### src/spi_master_pkg.sv
// single-lane SPI master definitions; all words are 32 bits and offsets are APB byte addresses
package spi_master_pkg;

  localparam int WORD_W = 32;

  typedef logic [WORD_W-1:0] word_t;
  // bit count 0..32
  typedef logic [5:0]        len_t;
  typedef logic [15:0]       dummy_t;
  typedef logic [7:0]        clk_div_t;
  typedef logic [5:0]        apb_addr_t;

  // register map
  localparam apb_addr_t REG_CLKDIV = 6'h00;
  localparam apb_addr_t REG_CMD    = 6'h04;
  localparam apb_addr_t REG_ADDR   = 6'h08;
  localparam apb_addr_t REG_LEN    = 6'h0C;
  localparam apb_addr_t REG_DUMMY  = 6'h10;
  localparam apb_addr_t REG_CS     = 6'h14;
  localparam apb_addr_t REG_TXDATA = 6'h18;
  localparam apb_addr_t REG_RXDATA = 6'h1C;
  localparam apb_addr_t REG_CTRL   = 6'h20;
  localparam apb_addr_t REG_STATUS = 6'h24;

  typedef enum logic [2:0]
  {
    IDLE,
    CMD,
    ADDR,
    DUMMY,
    DATA_TX,
    DATA_RX,
    WAIT_EDGE
  } ctrl_state_t;

endpackage
### src/spi_master_top.sv
// SPI mode 0 master behind APB3; one word buffered per direction, no stalls on the serial side
module spi_master_top #(
  parameter int NUM_CS = 4
) (
  input  logic                      clk,
  input  logic                      rstn,
  input  spi_master_pkg::apb_addr_t paddr,
  input  logic                      psel,
  input  logic                      penable,
  input  logic                      pwrite,
  input  spi_master_pkg::word_t     pwdata,
  output spi_master_pkg::word_t     prdata,
  output logic                      pready,
  output logic                      spi_clk,
  output logic [NUM_CS-1:0]         csn,
  output logic                      sdo,
  input  logic                      sdi,
  output logic                      eot
);

  import spi_master_pkg::*;

  clk_div_t          clk_div;
  word_t             cmd;
  word_t             addr;
  word_t             tx_data;
  len_t              cmd_len;
  len_t              addr_len;
  len_t              data_len;
  dummy_t            dummy_len;
  logic [NUM_CS-1:0] cs_sel;
  logic              start_rd;
  logic              start_wr;
  logic              busy;
  logic              clock_en;
  logic              spi_rise;
  logic              spi_fall;
  logic              tx_en;
  logic              tx_load;
  word_t             tx_word;
  len_t              tx_len;
  logic              tx_done;
  logic              rx_en;
  logic              rx_load;
  len_t              rx_len;
  word_t             rx_word;
  logic              rx_done;

  spi_master_apb_regs #(
    .NUM_CS (NUM_CS)
  ) spi_master_apb_regs_inst (
    .clk       (clk),
    .rstn      (rstn),
    .paddr     (paddr),
    .psel      (psel),
    .penable   (penable),
    .pwrite    (pwrite),
    .pwdata    (pwdata),
    .prdata    (prdata),
    .pready    (pready),
    .busy      (busy),
    .eot       (eot),
    .rx_word   (rx_word),
    .clk_div   (clk_div),
    .cmd       (cmd),
    .addr      (addr),
    .cmd_len   (cmd_len),
    .addr_len  (addr_len),
    .data_len  (data_len),
    .dummy_len (dummy_len),
    .tx_data   (tx_data),
    .cs_sel    (cs_sel),
    .start_rd  (start_rd),
    .start_wr  (start_wr)
  );

  spi_master_controller #(
    .NUM_CS (NUM_CS)
  ) spi_master_controller_inst (
    .clk       (clk),
    .rstn      (rstn),
    .start_rd  (start_rd),
    .start_wr  (start_wr),
    .cmd       (cmd),
    .addr      (addr),
    .tx_data   (tx_data),
    .cmd_len   (cmd_len),
    .addr_len  (addr_len),
    .data_len  (data_len),
    .dummy_len (dummy_len),
    .cs_sel    (cs_sel),
    .tx_done   (tx_done),
    .rx_done   (rx_done),
    .spi_fall  (spi_fall),
    .clock_en  (clock_en),
    .tx_en     (tx_en),
    .tx_load   (tx_load),
    .tx_word   (tx_word),
    .tx_len    (tx_len),
    .rx_en     (rx_en),
    .rx_load   (rx_load),
    .rx_len    (rx_len),
    .csn       (csn),
    .busy      (busy),
    .eot       (eot)
  );

  spi_master_clkgen spi_master_clkgen_inst (
    .clk      (clk),
    .rstn     (rstn),
    .en       (clock_en),
    .clk_div  (clk_div),
    .spi_clk  (spi_clk),
    .spi_rise (spi_rise),
    .spi_fall (spi_fall)
  );

  spi_master_tx spi_master_tx_inst (
    .clk     (clk),
    .rstn    (rstn),
    .en      (tx_en),
    .tx_edge (spi_fall),
    .tx_load (tx_load),
    .tx_word (tx_word),
    .tx_len  (tx_len),
    .sdo     (sdo),
    .tx_done (tx_done)
  );

  spi_master_rx spi_master_rx_inst (
    .clk     (clk),
    .rstn    (rstn),
    .en      (rx_en),
    .rx_edge (spi_rise),
    .rx_load (rx_load),
    .rx_len  (rx_len),
    .sdi     (sdi),
    .rx_word (rx_word),
    .rx_done (rx_done)
  );

endmodule

### src/spi_master_controller.sv
// phases run cmd, addr, dummy, data with empty ones skipped; dummy counts over 32 are chunked
module spi_master_controller #(
  parameter int NUM_CS = 4
) (
  input  logic                   clk,
  input  logic                   rstn,
  input  logic                   start_rd,
  input  logic                   start_wr,
  input  spi_master_pkg::word_t  cmd,
  input  spi_master_pkg::word_t  addr,
  input  spi_master_pkg::word_t  tx_data,
  input  spi_master_pkg::len_t   cmd_len,
  input  spi_master_pkg::len_t   addr_len,
  input  spi_master_pkg::len_t   data_len,
  input  spi_master_pkg::dummy_t dummy_len,
  input  logic [NUM_CS-1:0]      cs_sel,
  input  logic                   tx_done,
  input  logic                   rx_done,
  input  logic                   spi_fall,
  output logic                   clock_en,
  output logic                   tx_en,
  output logic                   tx_load,
  output spi_master_pkg::word_t  tx_word,
  output spi_master_pkg::len_t   tx_len,
  output logic                   rx_en,
  output logic                   rx_load,
  output spi_master_pkg::len_t   rx_len,
  output logic [NUM_CS-1:0]      csn,
  output logic                   busy,
  output logic                   eot
);

  import spi_master_pkg::*;

  ctrl_state_t state;
  ctrl_state_t state_next;
  ctrl_state_t start_at;
  logic        is_rd;
  logic        rd_now;
  logic        adv;
  logic        do_load;
  dummy_t      dummy_rem;
  dummy_t      dummy_src;
  len_t        dummy_chunk;

  // first non-empty phase at or after start_at; DATA_TX stands for the data stage
  function automatic ctrl_state_t pick_phase(input ctrl_state_t from_phase, input logic rd);
    ctrl_state_t p;
    p = IDLE;
    if (from_phase == CMD && cmd_len != '0)
      p = CMD;
    else if (from_phase inside {CMD, ADDR} && addr_len != '0)
      p = ADDR;
    else if (from_phase inside {CMD, ADDR, DUMMY} && dummy_len != '0)
      p = DUMMY;
    else if (data_len != '0)
      p = rd ? DATA_RX : DATA_TX;
    return p;
  endfunction

  assign rd_now      = (state == IDLE) ? start_rd : is_rd;
  assign dummy_src   = (state == DUMMY) ? dummy_rem : dummy_len;
  assign dummy_chunk = (dummy_src > dummy_t'(WORD_W)) ? len_t'(WORD_W) : dummy_src[5:0];

  assign busy     = (state != IDLE);
  assign clock_en = (state != IDLE);
  assign tx_en    = state inside {CMD, ADDR, DUMMY, DATA_TX};
  assign rx_en    = (state == DATA_RX);

  always_comb
  begin
    state_next = state;
    start_at   = CMD;
    adv        = 1'b0;
    do_load    = 1'b0;
    eot        = 1'b0;
    case (state)
      IDLE:
      begin
        if (start_rd || start_wr)
          adv = 1'b1;
      end
      CMD:
      begin
        start_at = ADDR;
        adv      = tx_done;
      end
      ADDR:
      begin
        start_at = DUMMY;
        adv      = tx_done;
      end
      DUMMY:
      begin
        start_at = DATA_TX;
        if (tx_done)
        begin
          if (dummy_rem != '0)
            do_load = 1'b1;
          else
            adv = 1'b1;
        end
      end
      DATA_TX:
      begin
        if (tx_done)
        begin
          state_next = IDLE;
          eot        = 1'b1;
        end
      end
      DATA_RX:
      begin
        if (rx_done)
          state_next = WAIT_EDGE;
      end
      WAIT_EDGE:
      begin
        // keep csn low through the last clock low phase
        if (spi_fall)
        begin
          state_next = IDLE;
          eot        = 1'b1;
        end
      end
      default: state_next = IDLE;
    endcase
    if (adv)
    begin
      state_next = pick_phase(start_at, rd_now);
      do_load    = (state_next != IDLE);
      eot        = (state_next == IDLE);
    end
  end

  // word source for the phase being entered
  always_comb
  begin
    tx_load = 1'b0;
    tx_word = '0;
    tx_len  = '0;
    rx_load = 1'b0;
    rx_len  = '0;
    if (do_load)
    begin
      case (state_next)
        CMD:
        begin
          tx_load = 1'b1;
          tx_word = cmd;
          tx_len  = cmd_len;
        end
        ADDR:
        begin
          tx_load = 1'b1;
          tx_word = addr;
          tx_len  = addr_len;
        end
        DUMMY:
        begin
          tx_load = 1'b1;
          tx_len  = dummy_chunk;
        end
        DATA_TX:
        begin
          tx_load = 1'b1;
          tx_word = tx_data;
          tx_len  = data_len;
        end
        DATA_RX:
        begin
          rx_load = 1'b1;
          rx_len  = data_len;
        end
        default: ;
      endcase
    end
  end

  always_ff @(posedge clk or negedge rstn)
  begin
    if (!rstn)
    begin
      state     <= IDLE;
      is_rd     <= 1'b0;
      dummy_rem <= '0;
      csn       <= '1;
    end
    else
    begin
      state <= state_next;
      if (state == IDLE && (start_rd || start_wr))
        is_rd <= start_rd;
      if (do_load && state_next == DUMMY)
        dummy_rem <= dummy_src - dummy_t'(dummy_chunk);
      if (state_next == IDLE)
        csn <= '1;
      else if (state == IDLE)
        csn <= ~cs_sel;
    end
  end

endmodule

### src/spi_master_rx.sv
// MSB-first shift-in; result is right aligned and only valid after rx_done
module spi_master_rx (
  input  logic                  clk,
  input  logic                  rstn,
  input  logic                  en,
  input  logic                  rx_edge,
  input  logic                  rx_load,
  input  spi_master_pkg::len_t  rx_len,
  input  logic                  sdi,
  output spi_master_pkg::word_t rx_word,
  output logic                  rx_done
);

  import spi_master_pkg::*;

  len_t cnt;
  logic sample;

  assign sample = en && rx_edge && (cnt != '0);

  always_ff @(posedge clk or negedge rstn)
  begin
    if (!rstn)
    begin
      cnt     <= '0;
      rx_done <= 1'b0;
    end
    else
    begin
      rx_done <= sample && (cnt == len_t'(1));
      if (rx_load)
        cnt <= rx_len;
      else if (sample)
        cnt <= cnt - 1'b1;
    end
  end

  // upper bits stay zero for short words
  always_ff @(posedge clk)
  begin
    if (rx_load)
      rx_word <= '0;
    else if (sample)
      rx_word <= {rx_word[WORD_W-2:0], sdi};
  end

endmodule

### src/spi_master_tx.sv
// MSB-first shifter; tx_len must be 1..32 on load, sdo stays low once the count runs out
module spi_master_tx (
  input  logic                  clk,
  input  logic                  rstn,
  input  logic                  en,
  input  logic                  tx_edge,
  input  logic                  tx_load,
  input  spi_master_pkg::word_t tx_word,
  input  spi_master_pkg::len_t  tx_len,
  output logic                  sdo,
  output logic                  tx_done
);

  import spi_master_pkg::*;

  word_t data_q;
  len_t  cnt;
  logic  shift;

  assign shift   = en && tx_edge && (cnt != '0);
  assign sdo     = data_q[WORD_W-1] && (cnt != '0);
  // last bit has been sampled, this fall ends the word
  assign tx_done = shift && (cnt == len_t'(1));

  always_ff @(posedge clk or negedge rstn)
  begin
    if (!rstn)
    begin
      cnt <= '0;
    end
    else if (tx_load)
    begin
      cnt <= tx_len;
    end
    else if (shift)
    begin
      cnt <= cnt - 1'b1;
    end
  end

  always_ff @(posedge clk)
  begin
    if (tx_load)
      data_q <= tx_word;
    else if (shift)
      data_q <= {data_q[WORD_W-2:0], 1'b0};
  end

endmodule

### src/spi_master_clkgen.sv
// SPI mode 0 clock; half period is clk_div+1 clk cycles, strobes mark the cycle ending each edge
module spi_master_clkgen (
  input  logic                     clk,
  input  logic                     rstn,
  input  logic                     en,
  input  spi_master_pkg::clk_div_t clk_div,
  output logic                     spi_clk,
  output logic                     spi_rise,
  output logic                     spi_fall
);

  import spi_master_pkg::*;

  clk_div_t cnt;
  logic     wrap;

  assign wrap     = en && (cnt == clk_div);
  // spi_clk toggles at the end of a wrap cycle
  assign spi_rise = wrap && !spi_clk;
  assign spi_fall = wrap && spi_clk;

  always_ff @(posedge clk or negedge rstn)
  begin
    if (!rstn)
    begin
      cnt     <= '0;
      spi_clk <= 1'b0;
    end
    else if (!en)
    begin
      cnt     <= '0;
      spi_clk <= 1'b0;
    end
    else if (wrap)
    begin
      cnt     <= '0;
      spi_clk <= ~spi_clk;
    end
    else
    begin
      cnt <= cnt + 1'b1;
    end
  end

endmodule

### src/spi_master_apb_regs.sv
// APB3 slave with zero wait states; CTRL writes while busy are dropped, RXDATA is read only
module spi_master_apb_regs #(
  parameter int NUM_CS = 4
) (
  input  logic                      clk,
  input  logic                      rstn,
  input  spi_master_pkg::apb_addr_t paddr,
  input  logic                      psel,
  input  logic                      penable,
  input  logic                      pwrite,
  input  spi_master_pkg::word_t     pwdata,
  output spi_master_pkg::word_t     prdata,
  output logic                      pready,
  input  logic                      busy,
  input  logic                      eot,
  input  spi_master_pkg::word_t     rx_word,
  output spi_master_pkg::clk_div_t  clk_div,
  output spi_master_pkg::word_t     cmd,
  output spi_master_pkg::word_t     addr,
  output spi_master_pkg::len_t      cmd_len,
  output spi_master_pkg::len_t      addr_len,
  output spi_master_pkg::len_t      data_len,
  output spi_master_pkg::dummy_t    dummy_len,
  output spi_master_pkg::word_t     tx_data,
  output logic [NUM_CS-1:0]         cs_sel,
  output logic                      start_rd,
  output logic                      start_wr
);

  import spi_master_pkg::*;

  logic  wr_en;
  logic  accepted;
  logic  done;
  logic  rd_pending;
  word_t rx_data;

  assign pready   = 1'b1;
  assign wr_en    = psel && penable && pwrite;
  // the controller takes a start only when it is idle
  assign accepted = (start_rd || start_wr) && !busy;

  always_ff @(posedge clk or negedge rstn)
  begin
    if (!rstn)
    begin
      clk_div   <= '0;
      cmd_len   <= '0;
      addr_len  <= '0;
      data_len  <= '0;
      dummy_len <= '0;
      cs_sel    <= '0;
      start_rd  <= 1'b0;
      start_wr  <= 1'b0;
    end
    else
    begin
      start_rd <= wr_en && (paddr == REG_CTRL) && pwdata[0];
      start_wr <= wr_en && (paddr == REG_CTRL) && pwdata[1];
      if (wr_en)
      begin
        case (paddr)
          REG_CLKDIV: clk_div <= pwdata[7:0];
          REG_LEN:
          begin
            cmd_len  <= pwdata[5:0];
            addr_len <= pwdata[13:8];
            data_len <= pwdata[21:16];
          end
          REG_DUMMY: dummy_len <= pwdata[15:0];
          REG_CS:    cs_sel    <= pwdata[NUM_CS-1:0];
          default:   ;
        endcase
      end
    end
  end

  always_ff @(posedge clk)
  begin
    if (wr_en)
    begin
      case (paddr)
        REG_CMD:    cmd     <= pwdata;
        REG_ADDR:   addr    <= pwdata;
        REG_TXDATA: tx_data <= pwdata;
        default:    ;
      endcase
    end
  end

  // done is sticky until the next accepted start
  always_ff @(posedge clk or negedge rstn)
  begin
    if (!rstn)
    begin
      done       <= 1'b0;
      rd_pending <= 1'b0;
      rx_data    <= '0;
    end
    else
    begin
      if (accepted)
      begin
        done       <= 1'b0;
        rd_pending <= start_rd;
      end
      if (eot)
      begin
        done <= 1'b1;
        if (rd_pending)
          rx_data <= rx_word;
      end
    end
  end

  always_comb
  begin
    prdata = '0;
    case (paddr)
      REG_CLKDIV: prdata = word_t'(clk_div);
      REG_CMD:    prdata = cmd;
      REG_ADDR:   prdata = addr;
      REG_LEN:    prdata = {10'b0, data_len, 2'b0, addr_len, 2'b0, cmd_len};
      REG_DUMMY:  prdata = word_t'(dummy_len);
      REG_CS:     prdata = word_t'(cs_sel);
      REG_TXDATA: prdata = tx_data;
      REG_RXDATA: prdata = rx_data;
      REG_STATUS: prdata = {30'b0, done, busy};
      default:    prdata = '0;
    endcase
  end

endmodule

### config.mk
export PLATFORM = sky130hd
export DESIGN_NAME = spi_master_top
export DESIGN_NICKNAME = d
export VERILOG_FILES = /design/src/spi_master_pkg.sv /design/src/spi_master_top.sv /design/src/spi_master_controller.sv /design/src/spi_master_rx.sv /design/src/spi_master_tx.sv /design/src/spi_master_clkgen.sv /design/src/spi_master_apb_regs.sv
export SDC_FILE = /design/constraint.sdc
export NUM_CORES = 1
export LEC_CHECK = 0
export ABC_AREA = 1
export BUFFER_PORTS_ARGS = -buffer_cell sky130_fd_sc_hd__clkbuf_2
export CORE_ASPECT_RATIO = 2
export CORE_MARGIN = 2
export CORE_UTILIZATION = 30
export CTS_BUF_LIST = sky130_fd_sc_hd__clkbuf_4 sky130_fd_sc_hd__clkbuf_8 sky130_fd_sc_hd__clkbuf_16
export DETAILED_ROUTE_END_ITERATION = 16
export MAX_ROUTING_LAYER = met4
export SETUP_SLACK_MARGIN = 0.5
export SLEW_MARGIN = 20
export SYNTH_ARGS = -nofsm -noshare
export SYNTH_HDL_FRONTEND = slang
export SYNTH_HIERARCHICAL = 1
export SYNTH_SLANG_ARGS = --single-unit
### constraint.sdc
create_clock -name clk -period 4.16 [get_ports clk]
set_input_delay 1.04 -clock clk [delete_from_list [all_inputs] [get_ports clk]]
set_output_delay 1.04 -clock clk [all_outputs]
set_load 0.01 [all_outputs]
==> reports/results.ini, run 1 <==
[logic_synthesis]
synthFlopType = edfxtp_1
synth_area_um2 = 15500
ys_seq_area_share_pct = 49.6
async_flop_share_pct = 44.4
ys_warn_count = 6
synth_fa_ha_area_share_pct = 0.645
synth_mux_area_share_pct = 2.11
synth.net_count = 1933
synth_top_family_by_area = simple AND/OR/NAND/NOR gates
synth_compound_area_share_pct = 3.34
synth.distinct_cells = 48
syn_area_per_cell_um2 = 8.25
syn_inst = 1881
synth_seq_cells = 288
synth.top_cell.area_share_pct = 24.8
synth_simple_gate_area_share_pct = 35.1
synth-xor-area-share_pct = 0.847
yosysTopAreaCell = edfxtp_1
synth_edf_count = 128
netlist_top_cells_area = edfxtp_1, dfrtp_1, nand2_1

[route]
drc = 0
dr.pass1.iters = 5
antenna_left = 0
vias = 13000
routedWlPerCell_um = 18.9
viasPerCell = 4.95
drt_iter0_drc = 890
routed_wl_um = 49800

[run]
maxCapViolations = 0

[setup_path]
arrival_ns = 2.82
max_stage_delay_ns = 0.37
endpoint_kind = primary output
path_cells = inv_1, nand2_1, nand2_1, nor2_2, nand2_1, nor2_2, nand2_2, nor2_4, nand2_2, inv_2, nand2_8, nor2_4, inv_2, nor2_4, nand2_2, nand2_2, nand4_1, o211ai_1, buf_4, buf_6
crit_fanout = 3
slowest_stage = dfrtp_1
critPathRequiredTime_ns = 3.12
crit_top_cell = nand2_2
crit_type = register to primary output
reg2reg_from = spi_master_clkgen_inst/cnt[6]$_DFF_PN0_
startpoint = spi_master_clkgen_inst/cnt[6]$_DFF_PN0_
crit_path_start_kind = register

[sta]
setup_ws_ns = 0.305
tightest_slew_ns = 0.934
rsz0062_at_grt = yes
setup_viol = 0
finalClockSkew_ns = 0.0244
finalMaxSlewViolations = 0
clock.fmax_ghz = 0.259
setup_tns_ns = 0
hold_viol_final = 0
min_period_ns = 3.86
period_share_pct = 92.7
relSlewSlack_pct = 37.7

[floorplan]
start_util_pct = 30.5
die_w_um = 165
io_pins = 84
num_rows = 117
die_area_um2 = 53700
fp.coreArea_um2 = 50900
die_y_um = 326

[cts]
cts.sinks = 288
clk_path_buf_depth = 3
cts-buffers-inserted = 26
clk_root_buffer_cell = clkbuf_16
cts_hold_buf = 0
cts_max_level = 1
cts_tree = yes
insertion_delay_ns = 0.57
clk_pin_slew_worst_paths_ns = 0.07

[min_path]
hp-start = spi_master_rx_inst/rx_word[1]$_SDFFE_PP0P_
hp-class = register to register

[layout]
final_common_cell = nand2_1
layout.nets = 2015
final_cell_mix = nand2_1, nand3_1, inv_1, edfxtp_1, dfrtp_1
n_antenna_cell = 0
drive_above_1_share_pct = 18.6
syn_to_final_growth_pct = 14.3

[placed_design]
io_buffers = 82
hpwlAfterDp_um = 35400
routabilityCongestion = 0.920
dp_slack_ns = 0.0624

[global_routing]
overflow = 0
grt_pass1_vias = 13100
grt_pass1_wl_um = 75400
grt_max_degree = 84
grt_usage_pct = 18.9
antenna_found_initial = 0

[power_and_ir_drop]
leakagePower_uw = 0.00850
power.density_nw_per_um2 = 385
ir_worst_vdd_mv = 0.292

[outcome]
status = finished clean

==> layout make-up <==
class	count	area [µm²]
clock buffer	36	820
clock inverter	12	129
fill	5384	33200
inverter	183	731
multi-input combinational	1326	6640
sequential	288	7690
tap	654	818
timing repair buffer	137	900
timing repair inverter	1	8.76
==> path summary, 6_finish.rpt <==
check	end	slack (ns)	cells after the start
setup / recovery	eot	0.30	20
hold / removal	spi_master_rx_inst/rx_word[2]$_SDFFE_PP0P_	0.47	2
setup reg to reg	spi_master_tx_inst/data_q[25]$_DFFE_PP_	0.73	25
hold reg to reg	spi_master_rx_inst/rx_word[2]$_SDFFE_PP0P_	0.47	2
max in group asynchronous	spi_master_apb_regs_inst/dummy_len[12]$_DFFE_PN0P_	2.74	2
min in group asynchronous	spi_master_apb_regs_inst/rx_data[0]$_DFFE_PN0P_	0.55	1
==> layer usage <==
layer	vias to the layer above	global-route usage [%]	share of wire (%)	wire length [µm]
li1	6234	-	-	-
met1	6249	19.8	36	17900
met2	425	33.7	53	26500
met3	137	1.55	4.1	2040
met4	0	11.7	6.9	3450
met5	-	-	0	0
==> cells by family after synthesis <==
family                     Yosys count
AOI/OAI and AO/OA                   78
xor gates and xnor gates            15
adders and majority gates            8
buffers and inverters              269
DFF                                288
muxes                               29
other                                2
and+or+nand+nor                   1192
==> through the flow <==
step	total power (µW)	hold slack, ns	instance area [µm²]	instances	utilization, %
2_1_floorplan	3810	0.436	15500	1881	-
3_3_place_gp	4170	0.452	16400	2560	32.3
3_5_place_dp	4180	0.463	16400	2560	32.3
4_1_cts	6850	0.470	17600	2628	34.6
5_1_grt	7080	0.474	17700	2637	34.8
6_report	6830	0.469	17700	2637	34.8
==> critical path, delay by kind of cell, from the launching register on <==
kind / cells / cell delay [ns]
AND/OR/NAND/NOR: 14 / 1.25
buffers and inverters: 5 / 0.50
flip-flops: 1 / 0.37
AO/OA/AOI/OAI: 1 / 0.10
==> report_power, final <==
part | switching (µW) | leakage [µW] | internal, µW
registers | 53.7 | 0.00312 | 3010
clock network | 1140 | 0.000473 | 1520
logic | 782 | 0.00490 | 326
==> state kept, by name, summed over array words and instances (netlist names), 3 cells and up <==
| name | count |
|---|---|
| spi_master_apb_regs_inst/tx_data | 32 |
| spi_master_apb_regs_inst/cmd | 32 |
| spi_master_apb_regs_inst/dummy_len | 16 |
| spi_master_apb_regs_inst/addr_len | 6 |
| spi_master_tx_inst/cnt | 6 |
| spi_master_apb_regs_inst/addr | 32 |
| spi_master_apb_regs_inst/rx_data | 32 |
| spi_master_tx_inst/data_q | 32 |
| spi_master_rx_inst/rx_word | 32 |
| spi_master_apb_regs_inst/cs_sel | 4 |
| spi_master_rx_inst/cnt | 6 |
| spi_master_apb_regs_inst/data_len | 6 |
| spi_master_apb_regs_inst/clk_div | 8 |
| spi_master_controller_inst/state | 3 |
| spi_master_controller_inst/dummy_rem | 16 |
| spi_master_controller_inst/csn | 4 |
| spi_master_clkgen_inst/cnt | 8 |
| spi_master_apb_regs_inst/cmd_len | 6 |
==> synth_stat cells, types with 2 or more instances <==
cell,instances
edfxtp_1,128
nand3b_1,2
nand3_1,216
nand2_1,679
xnor2_1,7
o21ai_2,23
mux2_2,29
o21ai_0,13
nor2_4,17
o21ai_1,26
dfrtp_1,124
nor3_1,7
buf_6,20
dfstp_2,4
nand2_4,11
dfxtp_1,32
inv_4,4
buf_2,37
buf_4,17
clkbuf_1,8
nor3_2,2
conb_1,2
nor2_2,10
a21oi_1,3
nand3_4,3
inv_1,167
o211ai_1,5
inv_2,10
ha_1,8
nor2_8,2
nand4_1,68
buf_1,3
xor2_1,8
clkinv_1,2
nand2_2,36
nor2_1,123
nand3_2,13
a22oi_1,2
==> timing repair <==
item                       CTS  global route
setup buffers               19             7
setup endpoints to repair  117           124
gates cloned                 1             2
gates resized for setup     15            19
pin swaps                   16            10
(Power assumes the default switching activity.)
==> inputs of run 2 (changes only) <==
ABC_AREA = default   (was 1)
TNS_END_PERCENT = 20   (was default)
clock period = 4.3 ns   (was 4.16 ns; I/O delays follow)
==> run 2 against run 1 <==
Clock skew is 0.013 ns lower. Register-to-register slack worse by 0.15 ns. Wire length is 8.5% lower. Non-clock buffer count is 38 higher. Core utilization is 2.0 points higher. Hold slack better by 0.0018 ns. Sequential power is 18% higher.
==> reports/results.ini, run 2 <==
[outcome]
status = finished clean  ; unchanged

[global_routing]
grt_pass1_wl_um = 67800  ; was 75,400 µm
antenna_found_initial = 0  ; unchanged
grt_max_degree = 65  ; was 84
overflow = 0  ; unchanged
grt_usage_pct = 18.8  ; was 18.9%
grt_pass1_vias = 11000  ; was 13,100

[logic_synthesis]
synth.top_cell.area_share_pct = 27.1  ; was 24.8%
ys_seq_area_share_pct = 54.3  ; was 49.6%
synth_seq_cells = 288  ; unchanged
synth_area_um2 = 14200  ; was 15,500 µm²
netlist_top_cells_area = edfxtp_1, dfrtp_1, mux2_2  ; was edfxtp_1, dfrtp_1, nand2_1
synth.net_count = 1261  ; was 1,933
ys_warn_count = 6  ; unchanged
async_flop_share_pct = 44.4  ; unchanged
synthFlopType = edfxtp_1  ; unchanged
syn_inst = 1209  ; was 1,881
synth_commonest_cells = nand2_1, edfxtp_1, dfrtp_1  ; was nand2_1, nand3_1, inv_1
synth.distinct_cells = 94  ; was 48
synth_edf_count = 128  ; unchanged
synthMostInstantiatedCell = nand2_1  ; unchanged
syn_area_per_cell_um2 = 11.7  ; was 8.25 µm²
yosysTopAreaCell = edfxtp_1  ; unchanged

[route]
dr.pass1.iters = 5  ; unchanged
routed_wl_um = 45600  ; was 49,800 µm
drc = 0  ; unchanged
drt_iter0_drc = 636  ; was 890
routedWlPerCell_um = 22.9  ; was 18.9 µm
vias = 10700  ; was 13,000
viasPerCell = 5.36  ; was 4.95
antenna_left = 0  ; unchanged

[layout]
n_antenna_cell = 0  ; unchanged
final_common_cell = nand2_1  ; unchanged
fin_area_um2 = 17200  ; was 17,700 µm²
final_util_pct = 36.8  ; was 34.8%
drive_above_1_share_pct = 29.8  ; was 18.6%
syn_to_final_growth_pct = 21.4  ; was 14.3%
final_cell_mix = nand2_1, edfxtp_1, dfrtp_1, mux2_2, mux2i_1  ; was nand2_1, nand3_1, inv_1, edfxtp_1, dfrtp_1
layout.nets = 1394  ; was 2,015

[floorplan]
die_w_um = 158  ; was 165 µm
die_area_um2 = 49100  ; was 53,700 µm²
io_pins = 84  ; unchanged
die_y_um = 311  ; was 326 µm
start_util_pct = 30.3  ; was 30.5%
fp.coreArea_um2 = 46700  ; was 50,900 µm²
num_rows = 112  ; was 117

[sta]
setup_viol = 0  ; unchanged
min_period_ns = 3.89
finalClockSkew_ns = 0.0118  ; was 0.0244 ns
hold_viol_final = 0  ; unchanged
rsz0062_at_grt = yes  ; unchanged
tightest_slew_ns = 0.859  ; was 0.934 ns
period_share_pct = 90.5
relSlewSlack_pct = 41.9  ; was 37.7%
clock.fmax_ghz = 0.257
finalMaxSlewViolations = 0  ; unchanged
holdWs_ns = 0.470  ; was 0.469 ns

[power_and_ir_drop]
switching_share_pct = 34.1  ; was 28.9%
power.density_nw_per_um2 = 585  ; was 385 nW/µm²
ir_worst_vdd_mv = 0.344  ; was 0.292 mV
power_frac_seq_pct = 36.0  ; was 44.9%
p_sw_uw = 3430  ; was 1970 µW
leakagePower_uw = 0.00691  ; was 0.00850 µW
p_clk_share_pct = 28.0  ; was 38.9%
p_comb_share_pct = 36.0  ; was 16.2%
p_int_uw = 6620  ; was 4860 µW

[cts]
cts.sinks = 288  ; unchanged
cts_tree = yes  ; unchanged
cts-buffers-inserted = 28  ; was 26
clk_pin_slew_worst_paths_ns = 0.07  ; about the same
cts_max_level = 1  ; unchanged
cts_hold_buf = 0  ; unchanged
insertion_delay_ns = 0.57  ; about the same
clk_root_buffer_cell = clkbuf_16  ; unchanged
clk_path_buf_depth = 3  ; unchanged

[setup_path]
crit_path_start_kind = register  ; unchanged
crit_type = register to primary output  ; unchanged
arrival_ns = 2.81  ; was 2.82 ns
critPathRequiredTime_ns = 3.22  ; was 3.12 ns
endpoint_kind = primary output  ; unchanged
crit_fanout = 6  ; was 3

[min_path]
hp-class = register to register  ; unchanged

[run]
maxCapViolations = 0  ; unchanged

[placed_design]
routabilityCongestion = 0.978  ; was 0.920
io_buffers = 82  ; unchanged
placed_area_um2 = 15600  ; was 16,400 µm²
hpwlAfterDp_um = 32700  ; was 35,400 µm

-- run 2: layer usage --
metal | part of all wire [%] | up-vias | track usage (%)
met3 | 4.0 | 134 | 2.03
met1 | 35 | 5387 | 19.6
met5 | 0 | - | -
met2 | 54 | 346 | 34.0
met4 | 6.4 | 0 | 10.3
li1 | - | 4812 | -
-- run 2: logic make-up (layout without fill, tap and decap cells) --
kind of cell / Yosys count / in the layout / synth area share (%)
simple gates: 341 / 341 / 12.2
flops: 288 / 288 / 54.3
compound gates: 265 / 265 / 13.4
mux: 194 / 194 / 14.9
buf+inv: 94 / 249 / 3.36
xor+xnor: 17 / 17 / 1.05
fa+ha+maj: 8 / 8 / 0.707
other cells: 2 / 2 / 0.0530
-- run 2: cell type report --
class | instances | area [µm²]
inverter | 22 | 87.6
clock buffer | 35 | 783
timing repair buffer | 175 | 1340
fill | 4499 | 29500
clock inverter | 17 | 273
multi-input combinational | 827 | 6220
sequential | 288 | 7690
tap | 627 | 785
-- run 2: power by group through the flow --
stage | logic [µW] | clock network, µW | registers, µW
finish | 3620 | 2820 | 3620
global route | 3860 | 2970 | 3660
CTS | 3220 | 2870 | 3620
detailed placement | 3090 | 0 | 3670
global placement | 3040 | 0 | 3660
floorplan | 2150 | 0 | 3580
-- run 2: path summary, 6_finish.rpt --
kind	cells after the start	start	slack [ns]	endpoint
setup / recovery	11	spi_master_apb_regs_inst/clk_div[6]$_DFFE_PN0P_	0.41	eot
hold / removal	2	spi_master_rx_inst/rx_word[31]$_SDFFE_PP0P_	0.47	spi_master_rx_inst/rx_word[31]$_SDFFE_PP0P_
setup reg to reg	19	spi_master_apb_regs_inst/clk_div[6]$_DFFE_PN0P_	0.58	spi_master_rx_inst/rx_word[22]$_SDFFE_PP0P_
hold reg to reg	2	spi_master_rx_inst/rx_word[31]$_SDFFE_PP0P_	0.47	spi_master_rx_inst/rx_word[31]$_SDFFE_PP0P_
max in group asynchronous	2	rstn	2.89	spi_master_controller_inst/csn[2]$_DFFE_PN1P_
min in group asynchronous	1	rstn	0.49	spi_master_controller_inst/dummy_rem[10]$_DFFE_PN0P_
-- run 2: through the flow --
step                      setup slack (ns)  setup TNS [ns]  instances  power (µW)
after floorplan                     -0.320          -10.26       1209        5720
after global placement               0.210               0       1912        6700
after detailed placement             0.106               0       1912        6760
after CTS                            0.382               0       1969        9700
after global routing                 0.268               0       1991       10500
final                                0.411               0       1991       10100
-- run 2: worst max-delay path, stage by stage, from the launching register on --
cell     delay (ns)
dfrtp_1        0.42
xnor2_2        0.18
nand4_1        0.17
nor2_2         0.17
and3_4         0.23
nand2_8        0.08
nor3_4         0.23
buf_6          0.13
mux2i_1        0.05
o32ai_1        0.26
buf_4          0.20
buf_6          0.11
-- run 2: what timing repair did --
item                                    CTS  global route
setup buffers                             4            19
cloned                                    1             3
endpoints found under the setup margin  116           105
pin swaps                                 4             9
gates resized for setup                  14            29
==> inputs of run 3 (changes only) <==
ABC_AREA = 1   (was default)
==> run 3 against run 2 <==
Critical path depth is 9 higher. Clock skew increased by 0.013 ns. Cell area rose by 2.5%. Critical endpoint unchanged.
==> reports/results.ini, run 3 (synthesized netlist as in run 1, its figures left out) <==
[setup_path]
arrival_ns = 2.81  ; about the same
crit_type = register to primary output  ; unchanged
max_stage_delay_ns = 0.39  ; was 0.42 ns
slowest_stage = dfrtp_1  ; unchanged
crit_fanout = 4  ; was 6
path_cells = inv_1, nand2_1, nand2_1, nor2_2, nand2_1, nor2_2, nand2_2, nor2_4, nand2_2, inv_2, nand2_8, nor2_4, inv_2, nor2_4, nand2_2, nand2_2, nand4_1, o211ai_1, buf_4, buf_6  ; was xnor2_2, nand4_1, nor2_2, and3_4, nand2_8, nor3_4, buf_6, mux2i_1, o32ai_1, buf_4, buf_6
endpoint_kind = primary output  ; unchanged
critPathRequiredTime_ns = 3.22  ; about the same
worstReg2RegEnd = spi_master_rx_inst/rx_word[8]$_SDFFE_PP0P_  ; was spi_master_rx_inst/rx_word[22]$_SDFFE_PP0P_
crit_path_start_kind = register  ; unchanged
reg2regPathDepth = 25  ; was 19
reg2reg_from = spi_master_apb_regs_inst/clk_div[7]$_DFFE_PN0P_  ; was spi_master_apb_regs_inst/clk_div[6]$_DFFE_PN0P_
regToRegSetupSlack_ns = 0.75  ; was 0.58 ns
crit_top_cell = nand2_2  ; was buf_6

[floorplan]
die_w_um = 165  ; was 158 µm
die_y_um = 326  ; was 311 µm
num_rows = 117  ; was 112
io_pins = 84  ; unchanged
start_util_pct = 30.5  ; was 30.3%
fp.coreArea_um2 = 50900  ; was 46,700 µm²
die_area_um2 = 53700  ; was 49,100 µm²

[sta]
relSlewSlack_pct = 25.8  ; was 41.9%
setup_ws_ns = 0.413  ; was 0.411 ns
tightest_slew_ns = 1.11  ; was 0.859 ns
clock.fmax_ghz = 0.257  ; about the same
finalClockSkew_ns = 0.0245  ; was 0.0118 ns
period_share_pct = 90.4  ; was 90.5%
hold_viol_final = 0  ; unchanged
finalMaxSlewViolations = 0  ; unchanged
setup_viol = 0  ; unchanged
rsz0062_at_grt = yes  ; unchanged
setup_tns_ns = 0  ; unchanged
min_period_ns = 3.89  ; about the same
holdWs_ns = 0.471  ; was 0.470 ns

[run]
maxCapViolations = 0  ; unchanged

[placed_design]
hpwlAfterDp_um = 35500  ; was 32,700 µm
io_buffers = 82  ; unchanged
routabilityCongestion = 0.934  ; was 0.978
dp_slack_ns = 0.223  ; was 0.106 ns

[cts]
clk_pin_slew_worst_paths_ns = 0.07  ; about the same
cts-buffers-inserted = 26  ; was 28
clk_path_buf_depth = 3  ; unchanged
clk_root_buffer_cell = clkbuf_16  ; unchanged
cts_max_level = 1  ; unchanged
cts.sinks = 288  ; unchanged
insertion_delay_ns = 0.57  ; about the same
cts_hold_buf = 0  ; unchanged
cts_tree = yes  ; unchanged

[route]
viasPerCell = 5.00  ; was 5.36
drt_iter0_drc = 871  ; was 636
dr.pass1.iters = 6  ; was 5
routedWlPerCell_um = 18.8  ; was 22.9 µm
antenna_left = 0  ; unchanged
routed_wl_um = 49600  ; was 45,600 µm
drc = 0  ; unchanged
vias = 13200  ; was 10,700

[global_routing]
grt_usage_pct = 19.0  ; was 18.8%
grt_pass1_vias = 13300  ; was 11,000
overflow = 0  ; unchanged
grt_pass1_wl_um = 76300  ; was 67,800 µm
grt_max_degree = 78  ; was 65
antenna_found_initial = 1  ; was 0

[power_and_ir_drop]
power.density_nw_per_um2 = 363  ; was 585 nW/µm²
ir_worst_vdd_mv = 0.259  ; was 0.344 mV
p_total_uw = 6390  ; was 10,100 µW
leakagePower_uw = 0.00844  ; was 0.00691 µW

[min_path]
hold_path_depth = 2  ; unchanged
hold_end = spi_master_rx_inst/rx_word[24]$_SDFFE_PP0P_  ; was spi_master_rx_inst/rx_word[31]$_SDFFE_PP0P_
hp-start = spi_master_rx_inst/rx_word[23]$_SDFFE_PP0P_  ; was spi_master_rx_inst/rx_word[31]$_SDFFE_PP0P_
hp-class = register to register  ; unchanged

[layout]
drive_above_1_share_pct = 18.9  ; was 29.8%
layout.nets = 2016  ; was 1,394
final_common_cell = nand2_1  ; unchanged
syn_to_final_growth_pct = 13.5  ; was 21.4%
final_cell_mix = nand2_1, nand3_1, inv_1, edfxtp_1, dfrtp_1  ; was nand2_1, edfxtp_1, dfrtp_1, mux2_2, mux2i_1
final_util_pct = 34.6  ; was 36.8%

[outcome]
status = finished clean  ; unchanged

[run 3: worst max path at each step]
stage	endpoint	startpoint	slack, ns	cells after the start
after floorplan	spi_master_tx_inst/data_q[0]$_SDFFCE_PN0P_	spi_master_controller_inst/state[1]$_DFF_PN0_	0.81	26
after CTS	eot	spi_master_clkgen_inst/cnt[3]$_DFF_PN0_	0.28	20
after global routing	eot	spi_master_clkgen_inst/cnt[6]$_DFF_PN0_	0.21	20
final	eot	spi_master_apb_regs_inst/clk_div[7]$_DFFE_PN0P_	0.41	20
after detailed placement	spi_master_tx_inst/cnt[1]$_DFFE_PN0P_	spi_master_clkgen_inst/cnt[6]$_DFF_PN0_	0.22	27
after global placement	spi_master_tx_inst/data_q[23]$_DFFE_PP_	spi_master_clkgen_inst/cnt[2]$_DFF_PN0_	0.27	25
[run 3: per-layer routing]
layer	global-route usage [%]	routed length [µm]	vias up
met2	33.9	26200	440
li1	-	-	6225
met3	1.30	1850	138
met5	-	0	-
met4	11.4	3240	0
met1	20.2	18400	6382
[run 3: power by group]
group / total [µW] / internal, µW / switching, µW
sequential: 2960 / 2910 / 51.7
clock: 2350 / 1270 / 1080
combinational: 1080 / 314 / 763
total: 6390 / 4500 / 1890
[run 3: timing repair]
item / in CTS / in global routing
pin swaps: 11 / 8
endpoints found under the setup margin: 64 / 110
gates cloned: 0 / 1
buffers inserted: 19 / 13
resized for setup: 8 / 22
[run 3: worst max-delay path: cells and delay by family, from the launching register on]
kind	cells	cell delay, ns
AND/OR/NAND/NOR	14	1.24
buffers and inverters	5	0.50
flip-flops	1	0.39
AO/OA/AOI/OAI	1	0.11
[run 3: layout make-up]
class	count	area, µm²
diodes	1	2.50
flip-flops and latches	288	7690
clock buffers	39	786
inverters	183	707
fillers	5309	33300
clock inverters	9	61.3
multi-input cells	1325	6630
repair buffers	140	912
well taps	654	818
[run 3: through the flow]
stage / cells / cell area, µm²
after floorplan: 1881 / 15500
after global placement: 2557 / 16400
after detailed placement: 2557 / 16400
after CTS: 2624 / 17400
after global routing: 2639 / 17600
final: 2639 / 17600
